$ cat config.mk
export PLATFORM = sky130hd
export DESIGN_NAME = write_back
export DESIGN_NICKNAME = d
export VERILOG_FILES = /design/src/hdl/lsu_wb_pkg.sv /design/src/hdl/write_back.sv
export VERILOG_INCLUDE_DIRS = /design/src /design/src/hdl
export SDC_FILE = /design/constraint.sdc
export NUM_CORES = 1
export LEC_CHECK = 0
export CAP_MARGIN = 20
export CORE_AREA = 2 2 84 86
export DETAILED_ROUTE_END_ITERATION = 8
export DIE_AREA = 0 0 86 88
export DONT_BUFFER_PORTS = 1
export PLACE_DENSITY = 0.38
export SYNTH_ARGS = -nofsm -noshare
export SYNTH_HDL_FRONTEND = slang
export SYNTH_SLANG_ARGS = --single-unit
$ cat constraint.sdc
create_clock -name vclk -period 2.45
set_input_delay 0.245 -clock vclk [all_inputs]
set_output_delay 0.245 -clock vclk [all_outputs]
set_load 0.02 [all_outputs]
$ cat src/hdl/lsu_wb_params.svh
`ifndef LSU_WB_PARAMS_SVH
`define LSU_WB_PARAMS_SVH

// datapath widths.
`define DATA_WIDTH      32
`define ADDR_WIDTH      32
`define REG_WIDTH       5

// word-address bits of the data RAM.
`define RAM_DEPTH_LOG2  8

// instruction fields used by the memory stage.
`define OPC_MAJOR_HI    31
`define OPC_MAJOR_LO    26
`define OPC_SUB_HI      25
`define OPC_SUB_LO      22
`define INST_RD_HI      4
`define INST_RD_LO      0

// major opcode shared by all loads and stores.
`define LSU_MAJOR       6'b001010

`endif
$ cat src/hdl/lsu_wb_pkg.sv
`default_nettype none

`include "lsu_wb_params.svh"

package lsu_wb_pkg;

    typedef logic [`DATA_WIDTH - 1 : 0]     data_t;
    typedef logic [`ADDR_WIDTH - 1 : 0]     addr_t;
    typedef logic [`REG_WIDTH - 1 : 0]      reg_idx_t;
    typedef logic [31 : 0]                  inst_t;
    typedef logic [`DATA_WIDTH / 8 - 1 : 0] strb_t;

    // memory sub-opcode, inst[25:22].
    typedef enum logic [3 : 0] {
        LSU_LD_B  = 4'b0000,
        LSU_LD_H  = 4'b0001,
        LSU_LD_W  = 4'b0010,
        LSU_ST_B  = 4'b0100,
        LSU_ST_H  = 4'b0101,
        LSU_ST_W  = 4'b0110,
        LSU_LD_BU = 4'b1000,
        LSU_LD_HU = 4'b1001
    } lsu_op_e;

    typedef enum logic {
        HS_IDLE,
        HS_ACK
    } hs_state_e;

endpackage

`default_nettype wire

$ cat src/hdl/write_back.sv
`timescale 1ns/1ps
`default_nettype none

module write_back (
    input  logic                  mem_valid,
    input  logic                  mem_is_load,
    input  logic                  mem_rw_en,
    input  lsu_wb_pkg::addr_t     mem_pc,
    input  lsu_wb_pkg::lsu_op_e   mem_lsu_op,
    input  logic [1 : 0]          mem_byte_off,
    input  lsu_wb_pkg::reg_idx_t  mem_rd,
    input  lsu_wb_pkg::data_t     mem_result,
    input  lsu_wb_pkg::data_t     ram_rd_data,
    output logic                  rf_we,
    output lsu_wb_pkg::reg_idx_t  rf_waddr,
    output lsu_wb_pkg::data_t     rf_wdata,
    output lsu_wb_pkg::addr_t     debug_wb_pc,
    output logic                  debug_wb_rf_wen,
    output lsu_wb_pkg::reg_idx_t  debug_wb_rf_wnum,
    output lsu_wb_pkg::data_t     debug_wb_rf_wdata
);
    import lsu_wb_pkg::*;

    data_t shifted;
    data_t load_val;

    // bring the addressed byte down to lane 0.
    assign shifted = ram_rd_data >> {mem_byte_off, 3'b000};

    always_comb begin
        case (mem_lsu_op)
            LSU_LD_B:  load_val = {{24{shifted[7]}}, shifted[7:0]};
            LSU_LD_H:  load_val = {{16{shifted[15]}}, shifted[15:0]};
            LSU_LD_BU: load_val = {24'b0, shifted[7:0]};
            LSU_LD_HU: load_val = {16'b0, shifted[15:0]};
            default:   load_val = shifted; // LD.W.
        endcase
    end

    assign rf_we    = mem_valid && mem_rw_en;
    assign rf_waddr = mem_rd;
    assign rf_wdata = mem_is_load ? load_val : mem_result;

    // trace mirrors the register-file write.
    assign debug_wb_pc       = mem_pc;
    assign debug_wb_rf_wen   = rf_we;
    assign debug_wb_rf_wnum  = rf_waddr;
    assign debug_wb_rf_wdata = rf_wdata;

endmodule

`default_nettype wire

==> results.cfg <==
[global_route]
grt_max_degree = 36
grt_pass1_vias = 1205
grt_pass1_wl_mm = 7.51
antenna_found_initial = 0
grt.total_usage = 0.130
grt_overflow = 0

[power_and_ir_drop]
peakVddDrop_mv = 0.0563
p_sw_frac = 0.595
p_leak_uw = 0.000561
total_power_uw = 397
sequentialPowerShare = 0
comb_power_share = 1.000
intPower_uw = 161
power.switching_uw = 236
p_clk_frac = 0
pwr_density_cell_nw_per_um2 = 300

[layout]
stdcell_area_um2 = 1320
seq_cells = 0
layout-drive-gt1-share = 0.302
diodes = 0
nFillCells = 750
fin_cells = 229
nets = 261
clockBufferCount = 0
syn2layout_area_growth_pct = -12.4
regArea_um2 = 0

[synth]
synth_fa_ha_area_frac = 0
synth_top_cell_by_area = buf_4
synthCells = 208
synth_area_um2 = 1510
synth-simple-area-share = 0.143
synth_compound_area_frac = 0.244
synth_nets = 318
synth_top_cell_area_share = 0.373
synth_xor_area_frac = 0
synthMostInstantiatedCell = buf_4
synth_cell_types = 27
synth_top_family_by_area = buffers and inverters
synthTopCellsByArea = buf_4 (37%), mux2i_1 (11%), mux2_2 (6.0%), a21oi_1 (5.0%), a211o_1 (4.6%)
avgSynthCellArea_um2 = 7.26
synth_warnings = 0
synth_common_cells = buf_4 (75), mux2i_1 (17), a21oi_1 (15)
synthMuxAreaShare = 0.187
ys_seq_area_frac = 0

[floorplanning]
pin_count = 218
start_util = 0.227
die_h_um = 88
rows = 30
coreArea_um2 = 6640
die_area_um2 = 7570
die_x_um = 86

[place]
dp_hpwl_mm = 4.60
portBuffers = 0
dpl.cell_count = 229
place_area_um2 = 1320
globalplace.congestion = 0.743

[clock_tree]
cts_setup_buffers = 0
ctsHoldBuffers = 0
cts_resized = 0

[worst_setup_path]
cpPeakStageDelay_ps = 500
cp.arrival_ps = 1640
cpMaxStageDelayCell = mux4_2
startpoint = mem_byte_off[0]
path_buf_inv = 2
worstPathCellList = mux2i_1, mux4_2, nor4b_4, buf_4, a221o_1, buf_12
crit_path_end_kind = output port
path_max_fanout = 35
worstSetupPathType = in2out
critPathLaunchType = input pin
critPathTopFamily = multiplexers
crit_required_ps = 2200

[sta]
timing.final.max_slew_violations = 0
fin_crit_ps = 1890
setup_tns_ps = 0
max_slew_margin = 0.650
hold_slack_ps = 490
fmax_mhz = 530
fin_crit_sh = 0.770
rsz0062_at_grt = no
tightest_slew_ps = 524
finalHoldViolations = 0
setup_viol = 0

[detailed_routing]
drc = 0
via_count = 1217
drtPass1Iterations = 4
post_drt_wl_per_cell_um = 23.6
ant_nets = 0
routed_wl_mm = 5.41
drtIter0Drc = 32
avgViaCountPerCell = 5.31

[min_path]
hold_start = mem_pc[6]
hp-class = in2out

[status]
outcome = finished, final reports clean

[run]
drv_cap = 0
power by group through the flow:
stage / clock network (uW) / logic, uW / registers [uW]
floorplan: 0 / 453 / 0
global placement: 0 / 401 / 0
detailed placement: 0 / 402 / 0
CTS: 0 / 403 / 0
global route: 0 / 426 / 0
finish: 0 / 397 / 0
per-layer routing:
| metal | vias to the layer above | wire length (um) | track usage | part of all wire |
|---|---|---|---|---|
| met4 | 0 | 158 | 0.0390 | 0.029 |
| met2 | 105 | 2570 | 0.228 | 0.48 |
| li1 | 547 | - | - | - |
| met5 | - | 0 | 0 | 0 |
| met1 | 541 | 2070 | 0.150 | 0.38 |
| met3 | 24 | 611 | 0.0434 | 0.11 |
area by class of cell:
type                            instances  area [um2]  share of cell area
Multi-Input combinational cell        116         866               0.655
Timing Repair Buffer                   32         353               0.267
Tap cell                               80         100              0.0757
Inverter                                1        3.75             0.00284
path summary, 6_finish.rpt:
| check | depth (start not counted) | endpoint |
|---|---|---|
| worst max-delay path | 6 | rf_wdata[24] |
| worst min-delay path | 0 | debug_wb_pc[6] |
layout by cell type (no fill, tap or decap):
cell       Yosys  routed
o31a_1         1       1
a211o_1        8       8
and2_1         1       1
nor2_1         8       8
a21oi_1       15      15
o21ai_0        2       2
a221o_2        2       2
o22ai_1        1       1
or2_2          1       1
buf_4         75      23
mux2_2         8       8
buf_12         0       9
o2bb2ai_1      6       6
nor3_1         9       9
nand2b_1       1       1
nor4b_4        1       1
inv_1          1       1
a211oi_1       7       7
or3_1          1       1
mux4_2         1       1
nor2b_1        8       8
mux2i_1       17      17
a221o_1        7       7
nand2_1       11      11
stage by stage:
step	setup slack, ps	util
floorplan	196	-
global placement	606	0.199
detailed placement	551	0.199
global route	450	0.199
finish	564	0.199
CTS	549	0.199
cell families after synthesis:
kind of cell | count (synthesis)
compound gates | 49
buf+inv | 92
mux | 26
simple gates | 41
No activity file was read; power rests on OpenSTA's default activity.
