## src/hdl/lsu_wb_params.svh

```systemverilog
`ifndef LSU_WB_PARAMS_SVH
`define LSU_WB_PARAMS_SVH

// datapath widths.
`define DATA_WIDTH      32
`define ADDR_WIDTH      32
`define REG_WIDTH       5

// word-address bits of the data RAM.
`define RAM_DEPTH_LOG2  8

// instruction fields used by the memory stage.
`define OPC_MAJOR_HI    31
`define OPC_MAJOR_LO    26
`define OPC_SUB_HI      25
`define OPC_SUB_LO      22
`define INST_RD_HI      4
`define INST_RD_LO      0

// major opcode shared by all loads and stores.
`define LSU_MAJOR       6'b001010

`endif
```

## src/hdl/lsu_wb_pkg.sv

```systemverilog
`default_nettype none

`include "lsu_wb_params.svh"

package lsu_wb_pkg;

    typedef logic [`DATA_WIDTH - 1 : 0]     data_t;
    typedef logic [`ADDR_WIDTH - 1 : 0]     addr_t;
    typedef logic [`REG_WIDTH - 1 : 0]      reg_idx_t;
    typedef logic [31 : 0]                  inst_t;
    typedef logic [`DATA_WIDTH / 8 - 1 : 0] strb_t;

    // memory sub-opcode, inst[25:22].
    typedef enum logic [3 : 0] {
        LSU_LD_B  = 4'b0000,
        LSU_LD_H  = 4'b0001,
        LSU_LD_W  = 4'b0010,
        LSU_ST_B  = 4'b0100,
        LSU_ST_H  = 4'b0101,
        LSU_ST_W  = 4'b0110,
        LSU_LD_BU = 4'b1000,
        LSU_LD_HU = 4'b1001
    } lsu_op_e;

    typedef enum logic {
        HS_IDLE,
        HS_ACK
    } hs_state_e;

endpackage

`default_nettype wire

```

## src/hdl/reg_file.sv

```systemverilog
`timescale 1ns/1ps
`default_nettype none

`include "lsu_wb_params.svh"

module reg_file (
    input  logic                  clk,
    input  logic                  reset,
    input  logic                  rf_we,
    input  lsu_wb_pkg::reg_idx_t  rf_waddr,
    input  lsu_wb_pkg::data_t     rf_wdata,
    input  lsu_wb_pkg::reg_idx_t  rf_raddr,
    output lsu_wb_pkg::data_t     rf_rdata
);
    import lsu_wb_pkg::*;

    localparam int NUM_REGS = 1 << `REG_WIDTH;

    data_t regs [NUM_REGS];

    always_ff @(posedge clk) begin
        if (reset) begin
            for (int i = 0; i < NUM_REGS; i++) begin
                regs[i] <= '0;
            end
        end else if (rf_we && (rf_waddr != '0)) begin
            regs[rf_waddr] <= rf_wdata; // r0 stays zero.
        end
    end

    assign rf_rdata = regs[rf_raddr];

endmodule

`default_nettype wire

```

## config.mk

```make
export PLATFORM = sky130hd
export DESIGN_NAME = reg_file
export DESIGN_NICKNAME = d
export VERILOG_FILES = /design/src/hdl/lsu_wb_pkg.sv /design/src/hdl/reg_file.sv
export VERILOG_INCLUDE_DIRS = /design/src /design/src/hdl
export SDC_FILE = /design/constraint.sdc
export NUM_CORES = 1
export LEC_CHECK = 0
export BUFFER_PORTS_ARGS = -buffer_cell sky130_fd_sc_hd__buf_2
export CAP_MARGIN = 20
export CELL_PAD_IN_SITES_DETAIL_PLACEMENT = 1
export CELL_PAD_IN_SITES_GLOBAL_PLACEMENT = 2
export CORE_AREA = 4 4 329 331
export CTS_CLUSTER_DIAMETER = 120
export DETAILED_ROUTE_END_ITERATION = 7
export DIE_AREA = 0 0 333 335
export GPL_TIMING_DRIVEN = 0
export PLACE_DENSITY_LB_ADDON = 0.1
export SLEW_MARGIN = 10
export SYNTH_ARGS = -nofsm -noshare
export SYNTH_HDL_FRONTEND = slang
export SYNTH_SLANG_ARGS = --single-unit
```

## constraint.sdc

```tcl
create_clock -name clk -period 2.8 [get_ports clk]
set_input_delay 0.14 -clock clk [delete_from_list [all_inputs] [get_ports clk]]
set_output_delay 0.14 -clock clk [all_outputs]
set_load 0.02 [all_outputs]
```

==> results_dict.tcl <==
set metrics [dict create \
    status "completed" \
    synth_edf_count 1024 \
    final_core_util_pct 50.9 \
    tightest_slew_ps 1260 \
    synth_flop_cell "edfxtp_1" \
    post_cts_buffers 0 \
    grt_pass1_vias 31379 \
    seq_area_frac_synth_pct 65.3 \
    crit_arrival_ps 2650 \
    place_hpwl_um 115000 \
    area_delta_synth_final_pct 13.6 \
    grt_start_max_net_pins 33 \
    cp-start-kind "input pin" \
    crit_required_ps 2660 \
    drt_wl_total_um 162000 \
    grt_overflow 0 \
    drc 0 \
    power.switching_mw 8.49 \
    first_pass_iters 6 \
    grt_pass1_wl_um 227000 \
    avgViaCountPerCell 5.69 \
    final_layout_size_suffix_gt1_share_pct 11.1 \
    nets 3769 \
    slew_violations 0 \
    synth_async_sr_flop_share_pct 0 \
    finalSetupViolations 0 \
    cpMostUsedCell "buf_2" \
    yosys_warnings 0 \
    synthesis.instances 3447 \
    die-area_mm2 0.112 \
    gp_congestion 0.854 \
    min_path_type "input pin to register" \
    die_w_um 333 \
    fmax_mhz 359 \
    initial_core_util_pct 44.8 \
    top_regs "regs: 1024 flops" \
    portBuffers 75 \
    crit_end "rf_rdata[31]" \
    max_slew_margin_pct 15.5 \
    largest_reg_flops 1024 \
    hold_slack_ps 168 \
    p_seq_share_pct 51.5 \
    postRouteAntennaNets 0 \
    postSynthAreaPerCell_um2 13.7 \
    crit_type "input pin to output pin" \
    rows 119 \
    wl_per_cell_um 31.1 \
    startpoint "rf_raddr[1]" \
    postPlaceCellArea_mm2 0.0496 \
    cp_slowest_cell "buf_2" \
    critPathMaxStageDelay_ps 560 \
    fin_setup_tns_ps 0 \
    grtUsageTotal_pct 28.8 \
    antenna_found_initial 15 \
    crit_fanout 10 \
    vias 29693 \
    ios 77 \
    cts_buffers 112 \
    drtIter0Drc 2878 \
    synthesis.area_mm2 0.0471 \
    cts.sinks 1024 \
    clkPwrFrac_pct 39.8 \
    clock_path_buffers 3 \
    synth-seq-cells 1024 \
    maxCapViolCount 0 \
    p_per_area_mw_per_mm2 651 \
    cts_htree_levels 3 \
    p_int_mw 26.3 \
    top_register "regs" \
    ir_worst_vdd_mv 0.498 \
    core-area_mm2 0.105 \
    power.share.combinational_pct 8.6 \
    sw_frac_of_total_pct 24.4 \
    period_share_pct 99.5 \
    end_kind "output pin" \
    design_area_mm2 0.0535 \
    path_cells "buf_2 > buf_6 > buf_2 > buf_4 > mux2i_1 > nand2_1 > nand3_1 > nand3_1 > buf_2" \
    cts_tree "yes" \
    die_height_um 335 \
    period_minus_slack_ps 2790 \
    hold_violations 0 \
    rsz0062_at_grt "yes" \
    synth_cell_types 30 \
    clk_pin_slew_ps 60 \
    root_buffer "clkbuf_16" \
    p_leak_nw 20.1 \
]
[critical path, delay by kind of cell]
kind / cells / cell delay [ps]
simple gates: 3 / 630
buf+inv: 5 / 1630
mux: 1 / 220
[worst min path at each step]
stage / slack [ps] / cells past startpoint / endpoint / startpoint
6_report: 170 / 2 / regs[0][4]$_SDFFCE_PN0P_ / reset
3_5_place_dp: 490 / 2 / regs[4][6]$_SDFFCE_PN0P_ / rf_wdata[6]
4_1_cts: 90 / 2 / regs[0][5]$_SDFFCE_PN0P_ / reset
5_1_grt: 130 / 2 / regs[0][4]$_SDFFCE_PN0P_ / reset
3_3_place_gp: 480 / 2 / regs[4][6]$_SDFFCE_PN0P_ / rf_wdata[6]
2_1_floorplan: 340 / 1 / regs[1][31]$_SDFFCE_PN0P_ / rf_wdata[31]
[layout by cell type (no fill, tap or decap), types with 2 or more instances in the layout]
cell type      count
buf_6              5
buf_1              9
bufinv_16          3
buf_12            20
or3_1              2
clkinv_1          30
or3b_4             2
conb_1            32
clkbuf_1         220
nor2_4            10
nand3_1           97
mux2i_1          512
nor2_2             9
or2_2             32
edfxtp_1        1024
a31oi_1           32
nor2b_1            2
clkinv_2          20
a21oi_1           96
diode_2           12
clkbuf_4           2
nand3b_1           3
nand2b_1           3
and2_1           993
nor2_1            15
buf_2            117
clkbuf_2          23
inv_6              3
nor3_1            32
nand2_1           98
buf_4             54
clkbuf_16        115
a22oi_1           96
a22o_1            64
dlygate4sd3_1     32
[power by group through the flow]
stage | registers (mW) | clock network, mW | logic, mW
floorplan | 18.2 | 0 | 1.61
global placement | 18.2 | 0 | 2.83
detailed placement | 18.3 | 0 | 2.93
CTS | 17.9 | 14.0 | 2.97
global route | 18.0 | 14.7 | 3.17
finish | 17.9 | 13.9 | 3.00
[cell usage after synthesis (2+ instances only)]
cell | n | area [um2]
a21oi_1 | 96 | 480
a22o_1 | 64 | 561
a22oi_1 | 96 | 721
a31oi_1 | 32 | 200
and2_1 | 993 | 6210
buf_1 | 13 | 48.8
buf_2 | 45 | 225
buf_4 | 49 | 368
buf_6 | 3 | 33.8
clkbuf_1 | 201 | 754
clkbuf_2 | 9 | 45.0
edfxtp_1 | 1024 | 30700
mux2i_1 | 512 | 5120
nand2_1 | 98 | 368
nand2b_1 | 3 | 18.8
nand3_1 | 97 | 485
nand3b_1 | 3 | 22.5
nor2_1 | 18 | 67.6
nor2_2 | 6 | 37.5
nor2_4 | 10 | 113
nor2b_1 | 2 | 12.5
nor3_1 | 32 | 160
or2_2 | 32 | 200
or3_1 | 2 | 12.5
or3b_4 | 2 | 22.5
[layout make-up]
cell class              instances  area, um2
clock inverters                58        345
flip-flops and latches       1024      30700
plain buffers                 320       1510
well taps                    1391       1740
fillers                     10559      51600
multi-input cells            2134      15000
clock buffers                 146       2990
diodes                         12       30.0
repair buffers                132       1150
[metrics by stage]
step                      power, mW  std cells  setup WS (ps)
after floorplan                19.8       3478           1050
after global placement         21.0       4944           -711
after detailed placement       21.2       4959           -593
after CTS                      34.9       5195           9.22
after global routing           35.8       5207          -17.2
final                          34.8       5217           14.8
[layer usage]
metal | wire (um) | global-route usage, % | vias to the layer above | share of wire [%]
li1 | - | - | 12908 | -
met1 | 67400 | 38.3 | 15482 | 42
met2 | 78000 | 48.2 | 1017 | 48
met3 | 10300 | 4.48 | 280 | 6.3
met4 | 6290 | 10.3 | 6 | 3.9
met5 | 48 | 0 | - | 0.030
[timing repair]
item                                   in CTS  in global routing
gates cloned                                0                  0
resized for setup                          13                 11
hold buffers                               32                  0
setup endpoints to repair                  30                 19
endpoints found under the hold margin      32                  0
[cell families (layout without fill, tap and decap cells)]
family	count (synthesis)	count (layout)	share of synthesized area [%]
buf+inv	320	656	3.13
simple gates	1302	1302	16.5
other cells	1	44	0.00796
mux	512	512	10.9
flops	1024	1024	65.3
compound gates	288	288	4.17
(Power assumes the default switching activity.)
