$ cat config.mk
export PLATFORM = sky130hd
export DESIGN_NAME = ex_capture
export DESIGN_NICKNAME = d
export VERILOG_FILES = /design/src/hdl/lsu_wb_pkg.sv /design/src/hdl/ex_capture.sv
export VERILOG_INCLUDE_DIRS = /design/src /design/src/hdl
export SDC_FILE = /design/constraint.sdc
export NUM_CORES = 1
export LEC_CHECK = 0
export BUFFER_PORTS_ARGS = -buffer_cell sky130_fd_sc_hd__buf_2
export CAP_MARGIN = 0
export CORE_MARGIN = 5
export CORE_UTILIZATION = 31
export CTS_CLUSTER_DIAMETER = 40
export DETAILED_ROUTE_END_ITERATION = 7
export GPL_TIMING_DRIVEN = 0
export SKIP_LAST_GASP = 1
export SLEW_MARGIN = 25
export SYNTH_ARGS = -nofsm -noshare
export SYNTH_HDL_FRONTEND = slang
export SYNTH_SLANG_ARGS = --single-unit
$ cat constraint.sdc
create_clock -name clk -period 7.13 [get_ports clk]
set_input_delay 1.426 -clock clk [delete_from_list [all_inputs] [get_ports clk]]
set_output_delay 1.426 -clock clk [all_outputs]
set_load 0.005 [all_outputs]
$ cat src/hdl/lsu_wb_params.svh
`ifndef LSU_WB_PARAMS_SVH
`define LSU_WB_PARAMS_SVH

// datapath widths.
`define DATA_WIDTH      32
`define ADDR_WIDTH      32
`define REG_WIDTH       5

// word-address bits of the data RAM.
`define RAM_DEPTH_LOG2  8

// instruction fields used by the memory stage.
`define OPC_MAJOR_HI    31
`define OPC_MAJOR_LO    26
`define OPC_SUB_HI      25
`define OPC_SUB_LO      22
`define INST_RD_HI      4
`define INST_RD_LO      0

// major opcode shared by all loads and stores.
`define LSU_MAJOR       6'b001010

`endif
$ cat src/hdl/lsu_wb_pkg.sv
`default_nettype none

`include "lsu_wb_params.svh"

package lsu_wb_pkg;

    typedef logic [`DATA_WIDTH - 1 : 0]     data_t;
    typedef logic [`ADDR_WIDTH - 1 : 0]     addr_t;
    typedef logic [`REG_WIDTH - 1 : 0]      reg_idx_t;
    typedef logic [31 : 0]                  inst_t;
    typedef logic [`DATA_WIDTH / 8 - 1 : 0] strb_t;

    // memory sub-opcode, inst[25:22].
    typedef enum logic [3 : 0] {
        LSU_LD_B  = 4'b0000,
        LSU_LD_H  = 4'b0001,
        LSU_LD_W  = 4'b0010,
        LSU_ST_B  = 4'b0100,
        LSU_ST_H  = 4'b0101,
        LSU_ST_W  = 4'b0110,
        LSU_LD_BU = 4'b1000,
        LSU_LD_HU = 4'b1001
    } lsu_op_e;

    typedef enum logic {
        HS_IDLE,
        HS_ACK
    } hs_state_e;

endpackage

`default_nettype wire

$ cat src/hdl/ex_capture.sv
`timescale 1ns/1ps
`default_nettype none

module ex_capture (
    input  logic               clk,
    input  logic               reset,
    input  logic               req,
    output logic               ack,
    input  lsu_wb_pkg::addr_t  pc,
    input  lsu_wb_pkg::inst_t  inst,
    input  lsu_wb_pkg::data_t  alu_result,
    input  lsu_wb_pkg::data_t  store_data,
    input  logic               rw_en_in,
    output logic               cap_valid,
    output lsu_wb_pkg::addr_t  cap_pc,
    output lsu_wb_pkg::addr_t  cap_addr,
    output lsu_wb_pkg::inst_t  cap_inst,
    output lsu_wb_pkg::data_t  cap_store_data,
    output logic               cap_rw_en
);
    import lsu_wb_pkg::*;

    hs_state_e state;
    logic      accept;

    assign accept = (state == HS_IDLE) && req; // new bundle on the bus.
    assign ack    = (state == HS_ACK);

    always_ff @(posedge clk) begin
        if (reset) begin
            state     <= HS_IDLE;
            cap_valid <= 1'b0;
        end else begin
            cap_valid <= accept; // one pulse per handshake.
            case (state)
                HS_IDLE: if (req) state <= HS_ACK;
                HS_ACK:  if (!req) state <= HS_IDLE; // drop ack once req is gone.
                default: state <= HS_IDLE;
            endcase
        end
    end

    always_ff @(posedge clk) begin
        if (accept) begin
            cap_pc         <= pc;
            cap_inst       <= inst;
            cap_addr       <= alu_result;
            cap_store_data <= store_data;
            cap_rw_en      <= rw_en_in;
        end
    end

endmodule

`default_nettype wire

==> results of run 1 <==
==> cell families (layout without fill, tap and decap cells) <==
| logic type | after synthesis | in the layout | share of synthesized area, % |
|---|---|---|---|
| AND/OR/NAND/NOR | 3 | 3 | 0.6352 |
| buffers and inverters | 0 | 299 | 0 |
| flip-flops | 131 | 131 | 99.36 |
==> report_power, final <==
group	total (W)	switching (W)	internal, W
Combinational	0.000110	0.0000513	0.0000588
Clock	0.000839	0.000296	0.000543
Sequential	0.000906	0.00000904	0.000897
Total	0.00186	0.000356	0.00150
==> registers in the layout, summed over array words and instances (netlist names) <==
name	flops
ack	1
cap_addr	32
cap_inst	32
cap_pc	32
cap_rw_en	1
cap_store_data	32
cap_valid	1
==> cell usage in the layout, fill, tap and decap left out, drive strengths merged <==
cell type  instances
clkbuf            20
nor3b              1
bufinv             3
buf              267
clkinvlp           3
dfxtp              2
clkinv             6
edfxtp           129
nor2b              2
==> per-layer routing <==
layer	track usage (%)	wire (microns)	vias to the layer above
met3	7.926	1405	22
li1	-	-	1125
met1	12.08	3245	1111
met2	19.88	4667	157
met4	6.858	250	0
met5	0	0	-
==> cell type report <==
class	instances	area, sq um	area share [%]
clock buffer	20	436.7	7.076
clock inverter	12	138.9	2.251
multi-input combinational	3	32.53	0.5272
sequential	131	3914	63.42
tap	172	215.2	3.487
timing repair buffer	267	1434	23.24
==> worst min path at each step <==
| stage | start | to | slack (ps) | cells after the start |
|---|---|---|---|---|
| after global placement | ack$_SDFF_PP0_ | cap_valid$_SDFF_PP0_ | 460 | 1 |
| after global routing | ack$_SDFF_PP0_ | cap_valid$_SDFF_PP0_ | 540 | 1 |
| after CTS | ack$_SDFF_PP0_ | cap_valid$_SDFF_PP0_ | 510 | 1 |
| final | ack$_SDFF_PP0_ | cap_valid$_SDFF_PP0_ | 510 | 1 |
| after floorplan | ack$_SDFF_PP0_ | cap_valid$_SDFF_PP0_ | 470 | 1 |
| after detailed placement | ack$_SDFF_PP0_ | cap_valid$_SDFF_PP0_ | 500 | 1 |
==> stage by stage <==
stage,instances,area [sq um],hold slack [ps],power (W),setup WS [ps]
CTS,605,6171,513.8,0.001883,4726
global placement,568,5468,456.9,0.001027,656.8
floorplan,134,3941,468.5,0.0009466,1903
detailed placement,573,5595,503.6,0.001036,4589
global route,605,6171,536.0,0.001935,4703
finish,605,6171,508.3,0.001855,4759
==> impl_metrics.toml, run 1 <==
[status]
status = "complete, no violations"

[die]
coreArea_sq_um = 12520
die_y_microns = 122.7
num_rows = 41
floorplan.initialDensity_pct = 31.47
dieWidth_microns = 122.7
die_area_sq_um = 15060
num_io_pins = 263

[setup_path]
timing.setup.critical_path_class = "reg2out"
r2r_end = "cap_inst[31]$_DFFE_PP_"
cp-endpoint = "ack"
series_of_cell_instances_along_the_critical_path = "buf_2"
critical_path_cell_count = 1
reg2regPathDepth = 3
critical_path.n_buffers_inverters = 1
start_of_the_worst_register_to_register_path = "ack$_SDFF_PP0_"
critical_path.startpoint_type = "flip-flop"
critical_path.startpoint = "ack$_SDFF_PP0_"
cp_max_fo = 3
crit_path_max_incr_delay_ps = 400
slowest_stage = "sky130_fd_sc_hd__dfxtp_1"
path_delay_family = "flip-flops"
cp_data_arrival_time_ps = 950
critical_path.endpoint_type = "primary output"
timing.reg2reg.setup_slack_ps = 5790
crit_required_ps = 5700

[layout]
final_nets = 552
post_route_cells_drive_above_1_share_pct = 68.13
nFillCells = 1135
syn_to_final_growth_pct = 56.67
utilization_pct = 49.30
diodes_inserted = 0

[sta]
hold_viol = 0
finalCriticalPeriod_ps = 2371
finClkSkew_ps = 4.534
setup_total_negative_slack_ps = 0
final.period_utilization_pct = 33.26
maxSlewHeadroom_pct = 84.49
finalMaxSlewViolations = 0
rsz_0062_raised_after_global_routing = "false"
timing.fmax_mhz = 421.7
transition_time_at_the_pin_with_the_least_slew_margin_ps = 232.1
report.final.setup_viol = 0

[cts]
cts_max_level = 4
ctsLongestPathBuffers = 2
tritoncts_num_sinks = 131
cts_tree = "yes"
ctsResizeCount = 0
clk-insertion-delay-late_ps = 400
ctsRootBufferMaster = "sky130_fd_sc_hd__clkbuf_16"
cts.clk_slew.worst_paths_ps = 50
cts_setup_buffers = 0
cts_inserted_buffers = 17
postCtsHoldBufs = 0

[logic_synthesis]
synth_top_cells_by_count = "129 x sky130_fd_sc_hd__edfxtp_1, 2 x sky130_fd_sc_hd__dfxtp_1, 2 x sky130_fd_sc_hd__nor2b_1, 1 x sky130_fd_sc_hd__nor3b_2"
cell_type_contributing_the_most_total_cell_area_after_synthesis = "sky130_fd_sc_hd__edfxtp_1"
synthesis.area_per_instance_sq_um = 29.39
synth_ff_type = "sky130_fd_sc_hd__edfxtp_1"
async_reset_ff_share_pct = 0
yosys_warnings = 0
synth_nets = 266
ys_types = 4
synth_enable_flop_cells = 129
synth_most_common_cell = "sky130_fd_sc_hd__edfxtp_1"
synthesis.area_sq_um = 3939
synth_area_leaders = "sky130_fd_sc_hd__edfxtp_1 98%, sky130_fd_sc_hd__dfxtp_1 1.0%, sky130_fd_sc_hd__nor2b_1 0.32%"
synth-seq-area-share_pct = 99.36
syn-instance-count = 134
synth.ff_latch_count = 131
yosysTopAreaCellShare_pct = 98.35

[grt]
grt_pass1_vias = 2569
pin_count_of_the_biggest_net_entering_global_routing = 30
global_route.usage.total_pct = 12.37
number_of_antenna_violations_at_the_first_check_in_global_routing = 0
grt.overflow.total = 0
grt_pass1_wl_mm = 13.35

[detailed_routing]
post_drt_wl_per_cell_microns = 15.81
drcViolationCount = 0
firstDrtPassIters = 4
post_drt_via_cell_ratio = 3.992
vias = 2415
detail_route.wirelength_mm = 9.568
drt_iter0_markers = 122
final_antenna_net_count = 0

[pwr]
power_density_nw_per_um2 = 300.6
p_leak_nw = 2.627
vdd_drop_max_uv = 194.4

[placement]
portBuffers = 262
gp_routability_congestion = 0.6998
final_hpwl_from_detailed_placement_mm = 7.529

[job]
drv_cap = 0

[min_path]
min-delay-path-class = "reg2reg"
(Power assumes the default switching activity.)
==> run 2: changes to the inputs <==
--- a/config.mk
+++ b/config.mk
@@ -6,6 +6,7 @@
 export SDC_FILE = /design/constraint.sdc
 export NUM_CORES = 1
 export LEC_CHECK = 0
+export ABC_AREA = 1
 export BUFFER_PORTS_ARGS = -buffer_cell sky130_fd_sc_hd__buf_2
 export CAP_MARGIN = 0
 export CORE_MARGIN = 5
==> constraint.sdc (replaced) <==
create_clock -name clk -period 2.4 [get_ports clk]
set_input_delay 0.48 -clock clk [delete_from_list [all_inputs] [get_ports clk]]
set_output_delay 0.48 -clock clk [all_outputs]
set_load 0.005 [all_outputs]
==> impl_metrics.toml, run 2 <==
[die]
num_io_pins = 263
die_area_sq_um = 15060
num_rows = 41
die_y_microns = 122.7
coreArea_sq_um = 12520
dieWidth_microns = 122.7
floorplan.initialDensity_pct = 31.47

[placement]
postPlaceCellArea_sq_um = 5630
placement.setup.worst_slack_ps = 342.3
portBuffers = 262
final_hpwl_from_detailed_placement_mm = 7.739
gp_routability_congestion = 0.6888

[sta]
hold_viol = 0
hold_ws_ps = 242.0
transition_time_at_the_pin_with_the_least_slew_margin_ps = 498.3
finalMaxSlewViolations = 0
final.period_utilization_pct = 70.00
finalCriticalPeriod_ps = 1680
rsz_0062_raised_after_global_routing = "false"
finClkSkew_ps = 3.364
timing.final.ws_setup_ps = 720.0
maxSlewHeadroom_pct = 66.70
timing.fmax_mhz = 595.2
report.final.setup_viol = 0

[setup_path]
crit_required_ps = 2520
series_of_cell_instances_along_the_critical_path = "nor2_4, buf_12, buf_16, buf_16"
critical_path.n_buffers_inverters = 3
timing.setup.critical_path_class = "reg2reg"
path_delay_family = "buffers and inverters"
crit_path_max_incr_delay_ps = 410
slowest_stage = "sky130_fd_sc_hd__nor2_4"
critical_path.startpoint_type = "flip-flop"
cp_data_arrival_time_ps = 1800
timing.critical_path.mode_cell = "sky130_fd_sc_hd__buf_16"
cp_max_fo = 26
critical_path.endpoint_type = "flip-flop"

[layout]
diodes_inserted = 0
syn_to_final_growth_pct = 56.93
multi_input_comb_area_sq_um = 21.27
final_nets = 556
most-common-layout-cells = "262 x sky130_fd_sc_hd__buf_2, 129 x sky130_fd_sc_hd__edfxtp_1, 17 x sky130_fd_sc_hd__clkbuf_16"
stdcell_area_sq_um = 6181
layout.area.seq_sq_um = 3914
post_route_cells_drive_above_1_share_pct = 68.65
utilization_pct = 49.38
final_common_cell = "sky130_fd_sc_hd__buf_2"
nFillCells = 1115

[logic_synthesis]
synth-seq-area-share_pct = 99.36
synth.ff_latch_count = 131
synthesis.area_per_instance_sq_um = 28.75
synth_most_common_cell = "sky130_fd_sc_hd__edfxtp_1"
ys_types = 6
syn-instance-count = 137
cell_type_contributing_the_most_total_cell_area_after_synthesis = "sky130_fd_sc_hd__edfxtp_1"
yosys_warnings = 0
synth_nets = 269
async_reset_ff_share_pct = 0
synthesis.area_sq_um = 3939
synth_top_cells_by_count = "129 x sky130_fd_sc_hd__edfxtp_1, 3 x sky130_fd_sc_hd__inv_1, 2 x sky130_fd_sc_hd__dfxtp_1"
synth_enable_flop_cells = 129
synth_ff_type = "sky130_fd_sc_hd__edfxtp_1"
yosysTopAreaCellShare_pct = 98.35
synth_area_leaders = "sky130_fd_sc_hd__edfxtp_1 98%, sky130_fd_sc_hd__dfxtp_1 1.0%, sky130_fd_sc_hd__inv_1 0.29%"

[detailed_routing]
drcViolationCount = 0
final_antenna_net_count = 0
detail_route.wirelength_mm = 9.818
drt_iter0_markers = 108
firstDrtPassIters = 4
vias = 2430
post_drt_wl_per_cell_microns = 16.12
post_drt_via_cell_ratio = 3.990

[cts]
ctsRootBufferMaster = "sky130_fd_sc_hd__clkbuf_16"
ctsResizeCount = 0
cts_max_level = 4
clk-insertion-delay-late_ps = 410
cts_tree = "yes"
tritoncts_num_sinks = 131
cts_inserted_buffers = 17
cts_setup_buffers = 0
ctsLongestPathBuffers = 2
cts.clk_slew.worst_paths_ps = 50
postCtsHoldBufs = 0

[pwr]
power_density_nw_per_um2 = 877.0
vdd_drop_max_uv = 393.6
overall_power_w = 0.005420
p_leak_nw = 2.661

[job]
drv_cap = 0

[grt]
number_of_antenna_violations_at_the_first_check_in_global_routing = 0
grt_pass1_vias = 2664
grt.overflow.total = 0
grt_pass1_wl_mm = 13.86
global_route.usage.total_pct = 12.89
pin_count_of_the_biggest_net_entering_global_routing = 28

[min_path]
min-delay-path-class = "in2reg"

[status]
status = "complete, no violations"
==> run 2: cell count changes in the layout (fill, tap and decap cells not counted), moves of 2 or more <==
cell and delta:
sky130_fd_sc_hd__clkinv_2 +6, sky130_fd_sc_hd__clkinvlp_4 -3, sky130_fd_sc_hd__clkinv_1 -2, sky130_fd_sc_hd__inv_1 +2
==> run 2: kinds of logic (layout without fill, tap and decap cells) <==
| family | count (synthesis) | in the layout | synth area share, % |
|---|---|---|---|
| and+or+nand+nor | 3 | 3 | 0.3493 |
| DFF | 131 | 131 | 99.36 |
| buffers and inverters | 3 | 303 | 0.2859 |
==> run 2: layout make-up <==
class                   instances  area share, %
clock buffers                  19          7.004
clock inverters                13          1.903
inverters                       3         0.3846
multi-input cells               3         0.3441
flip-flops and latches        131          63.32
well taps                     172          3.482
repair buffers                268          23.56
==> run 2: power by group <==
group	switching, W	total [W]	internal, W
logic	0.000157	0.000336	0.000179
registers	0.0000285	0.00269	0.00266
clock network	0.000887	0.00239	0.00150
total	0.00107	0.00542	0.00435
==> run 2: path summary, 6_finish.rpt <==
path	start	to	slack, ps	depth (start not counted)
worst min register to register	ack$_SDFF_PP0_	cap_valid$_SDFF_PP0_	500	1
worst min-delay path	pc[12]	cap_pc[12]$_DFFE_PP_	240	1
worst max register to register	ack$_SDFF_PP0_	cap_inst[11]$_DFFE_PP_	720	4
worst max-delay path	ack$_SDFF_PP0_	cap_inst[11]$_DFFE_PP_	720	4
==> run 2: stage by stage <==
step           std cells  TNS [ps]
2_1_floorplan        137    -53850
3_3_place_gp         571   -158850
3_5_place_dp         577         0
4_1_cts              609         0
5_1_grt              609         0
6_report             609         0
==> run 2: metal layers <==
layer	vias up	GRT usage (%)	share of wire (%)
li1	1127	-	-
met1	1132	12.68	33
met2	158	21.76	52
met3	13	7.834	13
met4	0	5.458	1.2
met5	-	0	0
