File: src/hdl/lsu_wb_params.svh
`ifndef LSU_WB_PARAMS_SVH
`define LSU_WB_PARAMS_SVH

// datapath widths.
`define DATA_WIDTH      32
`define ADDR_WIDTH      32
`define REG_WIDTH       5

// word-address bits of the data RAM.
`define RAM_DEPTH_LOG2  8

// instruction fields used by the memory stage.
`define OPC_MAJOR_HI    31
`define OPC_MAJOR_LO    26
`define OPC_SUB_HI      25
`define OPC_SUB_LO      22
`define INST_RD_HI      4
`define INST_RD_LO      0

// major opcode shared by all loads and stores.
`define LSU_MAJOR       6'b001010

`endif
File: src/hdl/lsu_wb_pkg.sv
`default_nettype none

`include "lsu_wb_params.svh"

package lsu_wb_pkg;

    typedef logic [`DATA_WIDTH - 1 : 0]     data_t;
    typedef logic [`ADDR_WIDTH - 1 : 0]     addr_t;
    typedef logic [`REG_WIDTH - 1 : 0]      reg_idx_t;
    typedef logic [31 : 0]                  inst_t;
    typedef logic [`DATA_WIDTH / 8 - 1 : 0] strb_t;

    // memory sub-opcode, inst[25:22].
    typedef enum logic [3 : 0] {
        LSU_LD_B  = 4'b0000,
        LSU_LD_H  = 4'b0001,
        LSU_LD_W  = 4'b0010,
        LSU_ST_B  = 4'b0100,
        LSU_ST_H  = 4'b0101,
        LSU_ST_W  = 4'b0110,
        LSU_LD_BU = 4'b1000,
        LSU_LD_HU = 4'b1001
    } lsu_op_e;

    typedef enum logic {
        HS_IDLE,
        HS_ACK
    } hs_state_e;

endpackage

`default_nettype wire

File: src/hdl/mem_access.sv
`timescale 1ns/1ps
`default_nettype none

`include "lsu_wb_params.svh"

module mem_access (
    input  logic                            clk,
    input  logic                            reset,
    input  logic                            cap_valid,
    input  lsu_wb_pkg::addr_t               cap_pc,
    input  lsu_wb_pkg::inst_t               cap_inst,
    input  lsu_wb_pkg::addr_t               cap_addr,
    input  lsu_wb_pkg::data_t               cap_store_data,
    input  logic                            cap_rw_en,
    output logic                            ram_en,
    output logic                            ram_we,
    output lsu_wb_pkg::strb_t               ram_strb,
    output logic [`RAM_DEPTH_LOG2 - 1 : 0]  ram_addr,
    output lsu_wb_pkg::data_t               ram_wdata,
    output logic                            mem_valid,
    output logic                            mem_is_load,
    output logic                            mem_rw_en,
    output lsu_wb_pkg::addr_t               mem_pc,
    output lsu_wb_pkg::lsu_op_e             mem_lsu_op,
    output logic [1 : 0]                    mem_byte_off,
    output lsu_wb_pkg::reg_idx_t            mem_rd,
    output lsu_wb_pkg::data_t               mem_result
);
    import lsu_wb_pkg::*;

    lsu_op_e op;
    logic    is_mem;
    logic    is_load;
    logic    is_store;
    strb_t   lane_strb;

    assign op     = lsu_op_e'(cap_inst[`OPC_SUB_HI : `OPC_SUB_LO]);
    assign is_mem = (cap_inst[`OPC_MAJOR_HI : `OPC_MAJOR_LO] == `LSU_MAJOR);

    always_comb begin
        is_load  = 1'b0;
        is_store = 1'b0;
        if (is_mem) begin
            case (op)
                LSU_LD_B, LSU_LD_H, LSU_LD_W,
                LSU_LD_BU, LSU_LD_HU:         is_load  = 1'b1;
                LSU_ST_B, LSU_ST_H, LSU_ST_W: is_store = 1'b1;
                default:                      ; // not a memory op.
            endcase
        end
    end

    // replicate the store data so every lane sees it, strobes pick the lanes.
    always_comb begin
        case (op)
            LSU_ST_B: begin
                ram_wdata = {4{cap_store_data[7:0]}};
                lane_strb = strb_t'(4'b0001 << cap_addr[1:0]);
            end
            LSU_ST_H: begin
                ram_wdata = {2{cap_store_data[15:0]}};
                lane_strb = cap_addr[1] ? strb_t'(4'b1100) : strb_t'(4'b0011);
            end
            default: begin
                ram_wdata = cap_store_data;
                lane_strb = strb_t'(4'b1111);
            end
        endcase
    end

    assign ram_en   = cap_valid && (is_load || is_store);
    assign ram_we   = cap_valid && is_store;
    assign ram_strb = ram_we ? lane_strb : '0;
    assign ram_addr = cap_addr[`RAM_DEPTH_LOG2 + 1 : 2]; // word index.

    always_ff @(posedge clk) begin
        if (reset) begin
            mem_valid <= 1'b0;
            mem_rw_en <= 1'b0;
        end else begin
            mem_valid <= cap_valid;
            mem_rw_en <= cap_valid && cap_rw_en && !is_store; // stores never write rd.
        end
    end

    always_ff @(posedge clk) begin
        if (cap_valid) begin
            mem_pc       <= cap_pc;
            mem_lsu_op   <= op;
            mem_is_load  <= is_load;
            mem_byte_off <= cap_addr[1:0];
            mem_rd       <= cap_inst[`INST_RD_HI : `INST_RD_LO];
            mem_result   <= cap_addr;
        end
    end

endmodule

`default_nettype wire

File: config.mk
export PLATFORM = sky130hd
export DESIGN_NAME = mem_access
export DESIGN_NICKNAME = d
export VERILOG_FILES = /design/src/hdl/lsu_wb_pkg.sv /design/src/hdl/mem_access.sv
export VERILOG_INCLUDE_DIRS = /design/src /design/src/hdl
export SDC_FILE = /design/constraint.sdc
export NUM_CORES = 1
export LEC_CHECK = 0
export ABC_AREA = 1
export BUFFER_PORTS_ARGS = -buffer_cell sky130_fd_sc_hd__buf_2
export CORE_AREA = 3 3 99 101
export CTS_CLUSTER_DIAMETER = 100
export CTS_CLUSTER_SIZE = 14
export DETAILED_ROUTE_END_ITERATION = 10
export DIE_AREA = 0 0 102 104
export GPL_ROUTABILITY_DRIVEN = 0
export HOLD_SLACK_MARGIN = 0.08
export PLACE_DENSITY = 0.7
export RECOVER_POWER = 100
export SLEW_MARGIN = 15
export SYNTH_ARGS = -nofsm -noshare
export SYNTH_HDL_FRONTEND = slang
export SYNTH_SLANG_ARGS = --single-unit
File: constraint.sdc
create_clock -name clk -period 1 [get_ports clk]
set_clock_uncertainty 0.05 [all_clocks]
set_input_delay 0.1 -clock clk [delete_from_list [all_inputs] [get_ports clk]]
set_output_delay 0.1 -clock clk [all_outputs]
set_load 0.03 [all_outputs]
==> flow_summary.ini, run 1 <==
[outcome]
status = finished with violations
violations = negative setup slack

[clock_network]
tritoncts = yes
clkSinkCount = 76
clk_path_buf_depth = 2
cts_buffers = 9
cts-root-buf = clkbuf_8
path_clk_slew_ns = 0.09
cts_max_level = 3

[synth]
synth-seq-cells = 76
synth-warning-count = 0
syn_area_per_cell_um2 = 13.6
synth_top_area_share_pct = 71.8
synth_seq_area_share_pct = 73.1
syn_area_mm2 = 0.00309
synth_nets = 360
yosysTopAreaCell = edfxtp_1
syn_inst = 228
synth.distinct_cells = 18
yosys-top-cells-area = edfxtp_1, nand2_1, buf_4

[place]
dp_hpwl_mm = 7.47
placed_area_mm2 = 0.00445
io_buffers = 238
dp_cells = 569
dp_slack_ns = -0.303

[pwr]
internal_power_w = 0.00629
power.leakage_nw = 2.76
p_sw_share_pct = 29.8
pwr-share-comb_pct = 26.4
seqPwrFrac_pct = 43.7
vdd_ir_drop_max_v = 0.000730
power_switching_w = 0.00267
clockPowerShare_pct = 29.9
power-per-cell-area_mw_per_mm2 = 1450

[floorplan]
die_area_mm2 = 0.0106
fp-row-count = 35
pin_count = 256
fp.dieW_um = 102
core_area_mm2 = 0.00911
initial_core_util_pct = 34.0
die_height_um = 104

[grt]
met3_usage_pct = 5.37
grt_pass1_wl_mm = 17.7
grtUsageTotal_pct = 22.0
grt_pass1_vias = 3308
grt.met1_usage_pct = 23.3
grt-ovfl-total = 0
top_usage_layer = met2
grt_start_max_net_pins = 48
met2_usage_pct = 41.8
antenna_found_initial = 0

[detailed_routing]
firstDrtPassIters = 4
avgRoutedWirePerCell_um = 18.3
drc_errors = 0
via_per_inst = 4.63
ant_nets = 0
drt_iter0_markers = 130
finalWirelength_mm = 12.2
num_vias = 3079

[timing]
tightestPinTransition_ns = 0.438
fin_crit_sh_pct = 127
fin_ws_ns = -0.267
maxSlewViolCount = 0
setup_viol = 107
finalHoldViolCount = 0
relSlewSlack_pct = 70.9
rsz0062_at_grt = yes
max_freq_mhz = 790
final.min_clock_period_ns = 1.27

[final_layout]
final_util_pct = 67.8
stdcell_count = 665
final_common_cell = buf_6
final_cell_mix = buf_6, buf_2, dlygate4sd3_1
nets = 681
diodes = 0
fin_area_mm2 = 0.00618
areaGrowthSynthToFinish_pct = 99.7
drive_gt1_share_pct = 48.7

[hold_path]
whs_path_depth = 6
worstHoldStart = cap_inst[30]
min_path_type = primary input to flip-flop
holdPathEnd = mem_rw_en$_SDFF_PP0_

[worst_setup_path]
critical_path.max_fanout = 8
required_ns = 0.85
cp.arrival_ns = 1.12
crit_path_end_kind = primary output
path_class = primary input to primary output
cp-start-kind = primary input

[run]
max-cap-violations = 0
[stage by stage]
stage	hold WS (ns)	TNS [ns]	power (W)
floorplan	0.133	-1.49	0.00490
global placement	0.225	-5.77	0.00557
detailed placement	0.228	-6.35	0.00559
CTS	0.156	-9.97	0.00893
global route	0.249	-14.10	0.00925
finish	0.213	-9.28	0.00896
[per-layer routing]
metal,routed length [um],vias to the layer above
li1,-,1424
met1,4220,1435
met2,6560,204
met3,1190,16
met4,228,0
met5,0,-
[kinds of logic (layout without fill, tap and decap cells)]
family          count (synthesis)  count (layout)  synth area share [%]
buf+inv                        44             370                  9.10
compound gates                 18              18                  4.21
flops                          76              76                  73.1
simple gates                   90              90                  13.6
[power by group through the flow]
| stage | clock (W) | sequential [W] | combinational, W |
|---|---|---|---|
| after global routing | 0.00284 | 0.00394 | 0.00247 |
| after CTS | 0.00271 | 0.00389 | 0.00234 |
| final | 0.00268 | 0.00391 | 0.00237 |
| after detailed placement | 0 | 0.00389 | 0.00170 |
| after global placement | 0 | 0.00389 | 0.00168 |
| after floorplan | 0 | 0.00441 | 0.000488 |
[registers in the layout (all words and copies together) (netlist names)]
| signal | cells |
|---|---|
| mem_lsu_op | 4 |
| mem_byte_off | 1 |
| mem_is_load | 1 |
| mem_rd | 5 |
| mem_pc | 32 |
| mem_valid | 1 |
| mem_result | 31 |
| mem_rw_en | 1 |
[synthesized netlist by cell type (all sizes together)]
library cell,n
edfxtp,74
nand2,46
buf,25
nand3,25
inv,19
nor2,18
o211ai,16
a21oi,2
dfxtp,2
and2,1
[how the worst max path moves through the flow]
stage | depth (start not counted) | startpoint | slack (ns) | end
3_3_place_gp | 6 | cap_inst[23] | -0.28 | ram_wdata[15]
2_1_floorplan | 4 | cap_inst[23] | -0.14 | ram_wdata[14]
4_1_cts | 6 | cap_inst[25] | -0.28 | ram_wdata[15]
3_5_place_dp | 6 | cap_inst[23] | -0.30 | ram_wdata[15]
6_report | 6 | cap_inst[25] | -0.27 | ram_wdata[9]
5_1_grt | 6 | cap_inst[25] | -0.32 | ram_wdata[9]
[what timing repair did]
| item | CTS | global route |
|---|---|---|
| setup buffers | 3 | 1 |
| endpoints found under the hold margin | 75 | 0 |
| cloned | 1 | 0 |
| hold buffers | 75 | 0 |
| endpoints found under the setup margin | 108 | 106 |
| pin swaps | 9 | 10 |
| resized for setup | 222 | 12 |
[worst max-delay path, cell delays in order]
cell and delay (ns):
buf_8 0.11, nor2_4 0.17, nand2_4 0.10, bufbuf_16 0.28
o211ai_1 0.17, buf_4 0.19
[final cells by class]
type / count / area (um2)
fill: 631 / 2930
clock buffer: 9 / 124
clock inverter: 7 / 105
tap: 111 / 139
inverter: 19 / 71.3
timing repair buffer: 335 / 2810
multi-input combinational: 108 / 669
sequential: 76 / 2260
(Power assumes the default switching activity.)
==> run 2: changes to the inputs <==
--- a/config.mk
+++ b/config.mk
@@ -8,14 +8,14 @@
 export LEC_CHECK = 0
 export ABC_AREA = 1
 export BUFFER_PORTS_ARGS = -buffer_cell sky130_fd_sc_hd__buf_2
-export CORE_AREA = 3 3 99 101
+export CORE_AREA = 2 2 98 100
 export CTS_CLUSTER_DIAMETER = 100
 export CTS_CLUSTER_SIZE = 14
 export DETAILED_ROUTE_END_ITERATION = 10
-export DIE_AREA = 0 0 102 104
+export DIE_AREA = 0 0 100 102
 export GPL_ROUTABILITY_DRIVEN = 0
 export HOLD_SLACK_MARGIN = 0.08
-export PLACE_DENSITY = 0.7
+export PLACE_DENSITY = 0.73
 export RECOVER_POWER = 100
 export SLEW_MARGIN = 15
 export SYNTH_ARGS = -nofsm -noshare
==> run 2 against run 1 <==
The run ends with design-rule violations, negative setup slack left. Worst setup slack improved by 0.026 ns. Sequential share of layout area decreased by 0.55 points. Combinational power increased by 4%. Non-clock buffer count increased by 13. Largest power group unchanged. Count of clock-buffer cells in the layout unchanged. Maximum frequency increased by 2.1%.
==> flow_summary.ini, run 2 (synthesis results as in run 1) <==
[pwr]
total_power_w = 0.00865
power-per-cell-area_mw_per_mm2 = 1380
vdd_ir_drop_max_v = 0.000682
power.leakage_nw = 2.76

[final_layout]
top_regs = mem_pc x32, mem_result x31, mem_rd x5
nets = 694
largest_register = mem_pc
stdcell_count = 679
final_common_cell = buf_6
final_cell_mix = buf_6, buf_2, dlygate4sd3_1
largest_register_ffs = 32
areaGrowthSynthToFinish_pct = 103
drive_gt1_share_pct = 50.4

[grt]
grt_pass1_vias = 3362
grtUsageTotal_pct = 26.3
grt-ovfl-total = 0
grt_start_max_net_pins = 21
antenna_found_initial = 0
grt_pass1_wl_mm = 19.5

[floorplan]
fp.dieW_um = 100
initial_core_util_pct = 34.0
core_area_mm2 = 0.00911
fp-row-count = 35
pin_count = 256
die_height_um = 102
die_area_mm2 = 0.0102

[worst_setup_path]
critical_path.max_fanout = 8
crit_top_cell = buf_12
crit_path_max_incr_delay_ns = 0.20
cp-start-kind = primary input
path_buf_inv = 4
crit_path_end_kind = primary output
startpoint = cap_inst[25]
path_class = primary input to primary output
cp.arrival_ns = 1.09
worstPathCellList = buf_8 > nor2_4 > buf_12 > nand2_8 > buf_12 > o211ai_1 > buf_4
critPathSlowestCell = buf_4
cpLargestDelayFamily = buffers and inverters
required_ns = 0.85

[detailed_routing]
firstDrtPassIters = 9
drt_iter0_markers = 162
wl_met1_mm = 4.64
via_per_inst = 4.87
num_vias = 3307
met2_length_mm = 7.03
avgRoutedWirePerCell_um = 20.2
routed-wl-met3_mm = 1.43
drc_errors = 1
ant_nets = 0
highest_layer = met4
finalWirelength_mm = 13.7

[hold_path]
min_path_type = primary input to flip-flop
worstHoldStart = cap_inst[24]

[timing]
setup_viol = 106
finalHoldViolCount = 0
relSlewSlack_pct = 66.9
fin_ws_ns = -0.241
rsz0062_at_grt = yes
final.min_clock_period_ns = 1.24
finalHoldWorstSlack_ns = 0.199
max_freq_mhz = 806
tightestPinTransition_ns = 0.497
fin_crit_sh_pct = 124
maxSlewViolCount = 0
tns_ns = -10.58

[clock_network]
clk_path_buf_depth = 2
path_clk_slew_ns = 0.08
cts_max_level = 3
cts-root-buf = clkbuf_8
tritoncts = yes
clkSinkCount = 76
cts_buffers = 9

[outcome]
violations = design-rule violations, negative setup slack
status = finished with violations

[place]
dp_slack_ns = -0.349
dp_hpwl_mm = 7.82
io_buffers = 238
dp_cells = 577

[run]
max-cap-violations = 0
-- run 2: changes by cell type in the layout (fill, tap and decap cells not counted), moves of 3 or more --
cell | previous run | this run
clkbuf_1 | 37 | 48
buf_6 | 98 | 95
nand2_2 | 4 | 12
nand2_4 | 2 | 9
clkbuf_2 | 0 | 6
nand2_1 | 40 | 23
buf_2 | 88 | 85
-- run 2: worst paths after layout --
kind | depth (start not counted) | slack (ns) | end
max | 7 | -0.24 | ram_wdata[27]
min | 2 | 0.20 | mem_lsu_op[2]$_DFFE_PP_
-- run 2: metal layers --
metal  global-route usage (%)  vias to the layer above
li1                         -                     1459
met1                     28.8                     1565
met2                     47.1                      243
met3                     7.59                       40
met4                     12.8                        0
met5                        0                        -
-- run 2: timing repair --
action	4_1_cts	5_1_grt
endpoints found under the setup margin	108	109
resized for setup	241	19
pin swaps	16	4
hold buffers	76	0
cloned	2	0
setup buffers	7	0
hold endpoints to repair	76	0
-- run 2: layout make-up --
cell class,instances,area [um2]
multi-input combinational,108,743
clock buffer,9,124
tap,111,139
timing repair buffer,348,2870
antenna,1,2.50
inverter,19,71.3
clock inverter,7,67.6
fill,626,2830
sequential,76,2260
-- run 2: power by group --
group | switching, W | internal (W) | leakage, nW
sequential | 0.000151 | 0.00377 | 0.741
clock | 0.00130 | 0.000957 | 0.0936
combinational | 0.00137 | 0.00109 | 1.92
total | 0.00282 | 0.00583 | 2.76
-- run 2: metrics by stage --
step                area, um2  utilization, %
floorplan                3120               -
global placement         4490            49.3
detailed placement       4490            49.3
CTS                      6310            69.3
global route             6280            68.9
finish                   6280            68.9
==> run 3: changes to the inputs <==
--- a/config.mk
+++ b/config.mk
@@ -7,15 +7,15 @@
 export NUM_CORES = 1
 export LEC_CHECK = 0
 export ABC_AREA = 1
-export BUFFER_PORTS_ARGS = -buffer_cell sky130_fd_sc_hd__buf_2
-export CORE_AREA = 2 2 98 100
+export CORE_AREA = 2 2 100 102
 export CTS_CLUSTER_DIAMETER = 100
 export CTS_CLUSTER_SIZE = 14
 export DETAILED_ROUTE_END_ITERATION = 10
-export DIE_AREA = 0 0 100 102
+export DIE_AREA = 0 0 102 104
+export DONT_BUFFER_PORTS = 1
 export GPL_ROUTABILITY_DRIVEN = 0
 export HOLD_SLACK_MARGIN = 0.08
-export PLACE_DENSITY = 0.73
+export PLACE_DENSITY = 0.47
 export RECOVER_POWER = 100
 export SLEW_MARGIN = 15
 export SYNTH_ARGS = -nofsm -noshare
==> run 3 against run 2 <==
The flow finishes with violations (negative hold slack, negative setup slack). Sequential share of layout area is 15 points higher. Sequential cell count stayed put. Via count is 36% lower. Cell count is 32% lower. Clock power is 2% lower. Maximum frequency is 17% higher. Routed wire length is 40% lower. Sequential power is 11% higher. First-iteration DRC count is 61% lower. Total power is 14% lower. Global-route usage is 11 points lower. Critical path type unchanged.
==> flow_summary.ini, run 3 (synthesis results as in run 1) <==
[clock_network]
cts-hold-fix-buffers = 79
tritoncts = yes
clk_path_buf_depth = 2
cts_max_level = 3
cts-root-buf = clkbuf_8
clkSinkCount = 76
path_clk_slew_ns = 0.08
cts_buffers = 9

[hold_path]
min_path_type = primary input to flip-flop

[timing]
finalHoldViolCount = 74
finalHoldWorstSlack_ns = -0.190
max_freq_mhz = 939
fin_ws_ns = -0.0647
setup_viol = 96
fin_crit_sh_pct = 106
relSlewSlack_pct = 77.5
maxSlewViolCount = 0
tightestPinTransition_ns = 0.338
rsz0062_at_grt = yes
tns_ns = -2.49
final.min_clock_period_ns = 1.06

[final_layout]
diodes = 0
largest_register_ffs = 32
top_regs = mem_pc x32, mem_result x31, mem_rd x5
final_common_cell = dlygate4sd3_1
largest_register = mem_pc
final_cell_mix = dlygate4sd3_1, edfxtp_1, nand2_1
final_util_pct = 46.6
areaGrowthSynthToFinish_pct = 44.0
drive_gt1_share_pct = 24.9
nets = 456

[detailed_routing]
drc_errors = 0
drt_iter0_markers = 63
ant_nets = 0
num_vias = 2128
via_per_inst = 4.61
firstDrtPassIters = 6
finalWirelength_mm = 8.14
avgRoutedWirePerCell_um = 17.6

[place]
dp_hpwl_mm = 5.52
io_buffers = 0

[floorplan]
die_height_um = 104
fp-row-count = 36
initial_core_util_pct = 32.4
core_area_mm2 = 0.00955
die_area_mm2 = 0.0106
pin_count = 256
fp.dieW_um = 102

[worst_setup_path]
cp.arrival_ns = 0.91
cp-start-kind = primary input
crit_path_end_kind = primary output
critical_path.max_fanout = 6
path_class = primary input to primary output
required_ns = 0.85

[grt]
grt-ovfl-total = 0
grt_pass1_wl_mm = 11.7
antenna_found_initial = 0
grt_pass1_vias = 2222
grt_start_max_net_pins = 78
grtUsageTotal_pct = 14.9

[pwr]
power.leakage_nw = 1.72
vdd_ir_drop_max_v = 0.000612
power-per-cell-area_mw_per_mm2 = 1660

[outcome]
status = finished with violations
violations = negative hold slack, negative setup slack

[run]
max-cap-violations = 0
run 3: changes by cell type in the layout (fill, tap and decap cells not counted), moves of 3 or more:
| cell | before | now |
|---|---|---|
| nand2_4 | 9 | 6 |
| clkinv_2 | 0 | 3 |
| dlygate4sd3_1 | 76 | 79 |
| nand2_2 | 12 | 8 |
| buf_6 | 95 | 5 |
| buf_2 | 85 | 0 |
| nand3_1 | 18 | 21 |
| nand2_1 | 23 | 32 |
| clkbuf_1 | 48 | 0 |
| buf_4 | 27 | 21 |
| nand3_2 | 6 | 3 |
| clkbuf_2 | 6 | 0 |
run 3: layer usage:
metal	vias to the layer above	GRT usage (%)	part of all wire, %
li1	973	-	-
met1	967	13.2	32
met2	173	28.3	55
met3	15	5.98	11
met4	0	6.95	2.2
met5	-	0	0
run 3: worst max-delay path, stage by stage:
cell and delay (ns):
nor2_4 0.15, nand2_4 0.11, buf_6 0.14, o211ai_1 0.20, buf_4 0.20
run 3: path summary, 6_finish.rpt:
path,start,end,slack (ns),cells after the start
worst max-delay path,cap_inst[25],ram_wdata[24],-0.06,5
worst min-delay path,cap_valid,mem_result[15]$_DFFE_PP_,-0.19,0
run 3: power by group:
| part | switching, W | internal, W | total (W) |
|---|---|---|---|
| Clock | 0.00107 | 0.00114 | 0.00222 |
| Sequential | 0.000585 | 0.00379 | 0.00437 |
| Combinational | 0.000410 | 0.000399 | 0.000810 |
run 3: area by class of cell:
type / instances / area (um2)
Timing Repair Buffer: 110 / 1090
Clock inverter: 7 / 66.3
Multi-Input combinational cell: 108 / 661
Fill cell: 862 / 5090
Clock buffer: 9 / 124
Tap cell: 133 / 166
Sequential cell: 76 / 2260
Inverter: 19 / 80.1
run 3: what timing repair did:
item                       CTS  global route
buffers inserted             2             0
setup endpoints to repair   98           106
pin swaps                    8            13
resized for setup           13            22
hold endpoints to repair   150            74
run 3: stage by stage:
| step | cell area (um2) | setup slack (ns) | instances | total power [W] |
|---|---|---|---|---|
| finish | 4450 | -0.0647 | 462 | 0.00740 |
| global route | 4450 | -0.108 | 462 | 0.00768 |
| CTS | 4380 | -0.0861 | 462 | 0.00746 |
| detailed placement | 3340 | -0.110 | 365 | 0.00496 |
| global placement | 3340 | -0.0727 | 365 | 0.00496 |
| floorplan | 3120 | -0.137 | 228 | 0.00490 |
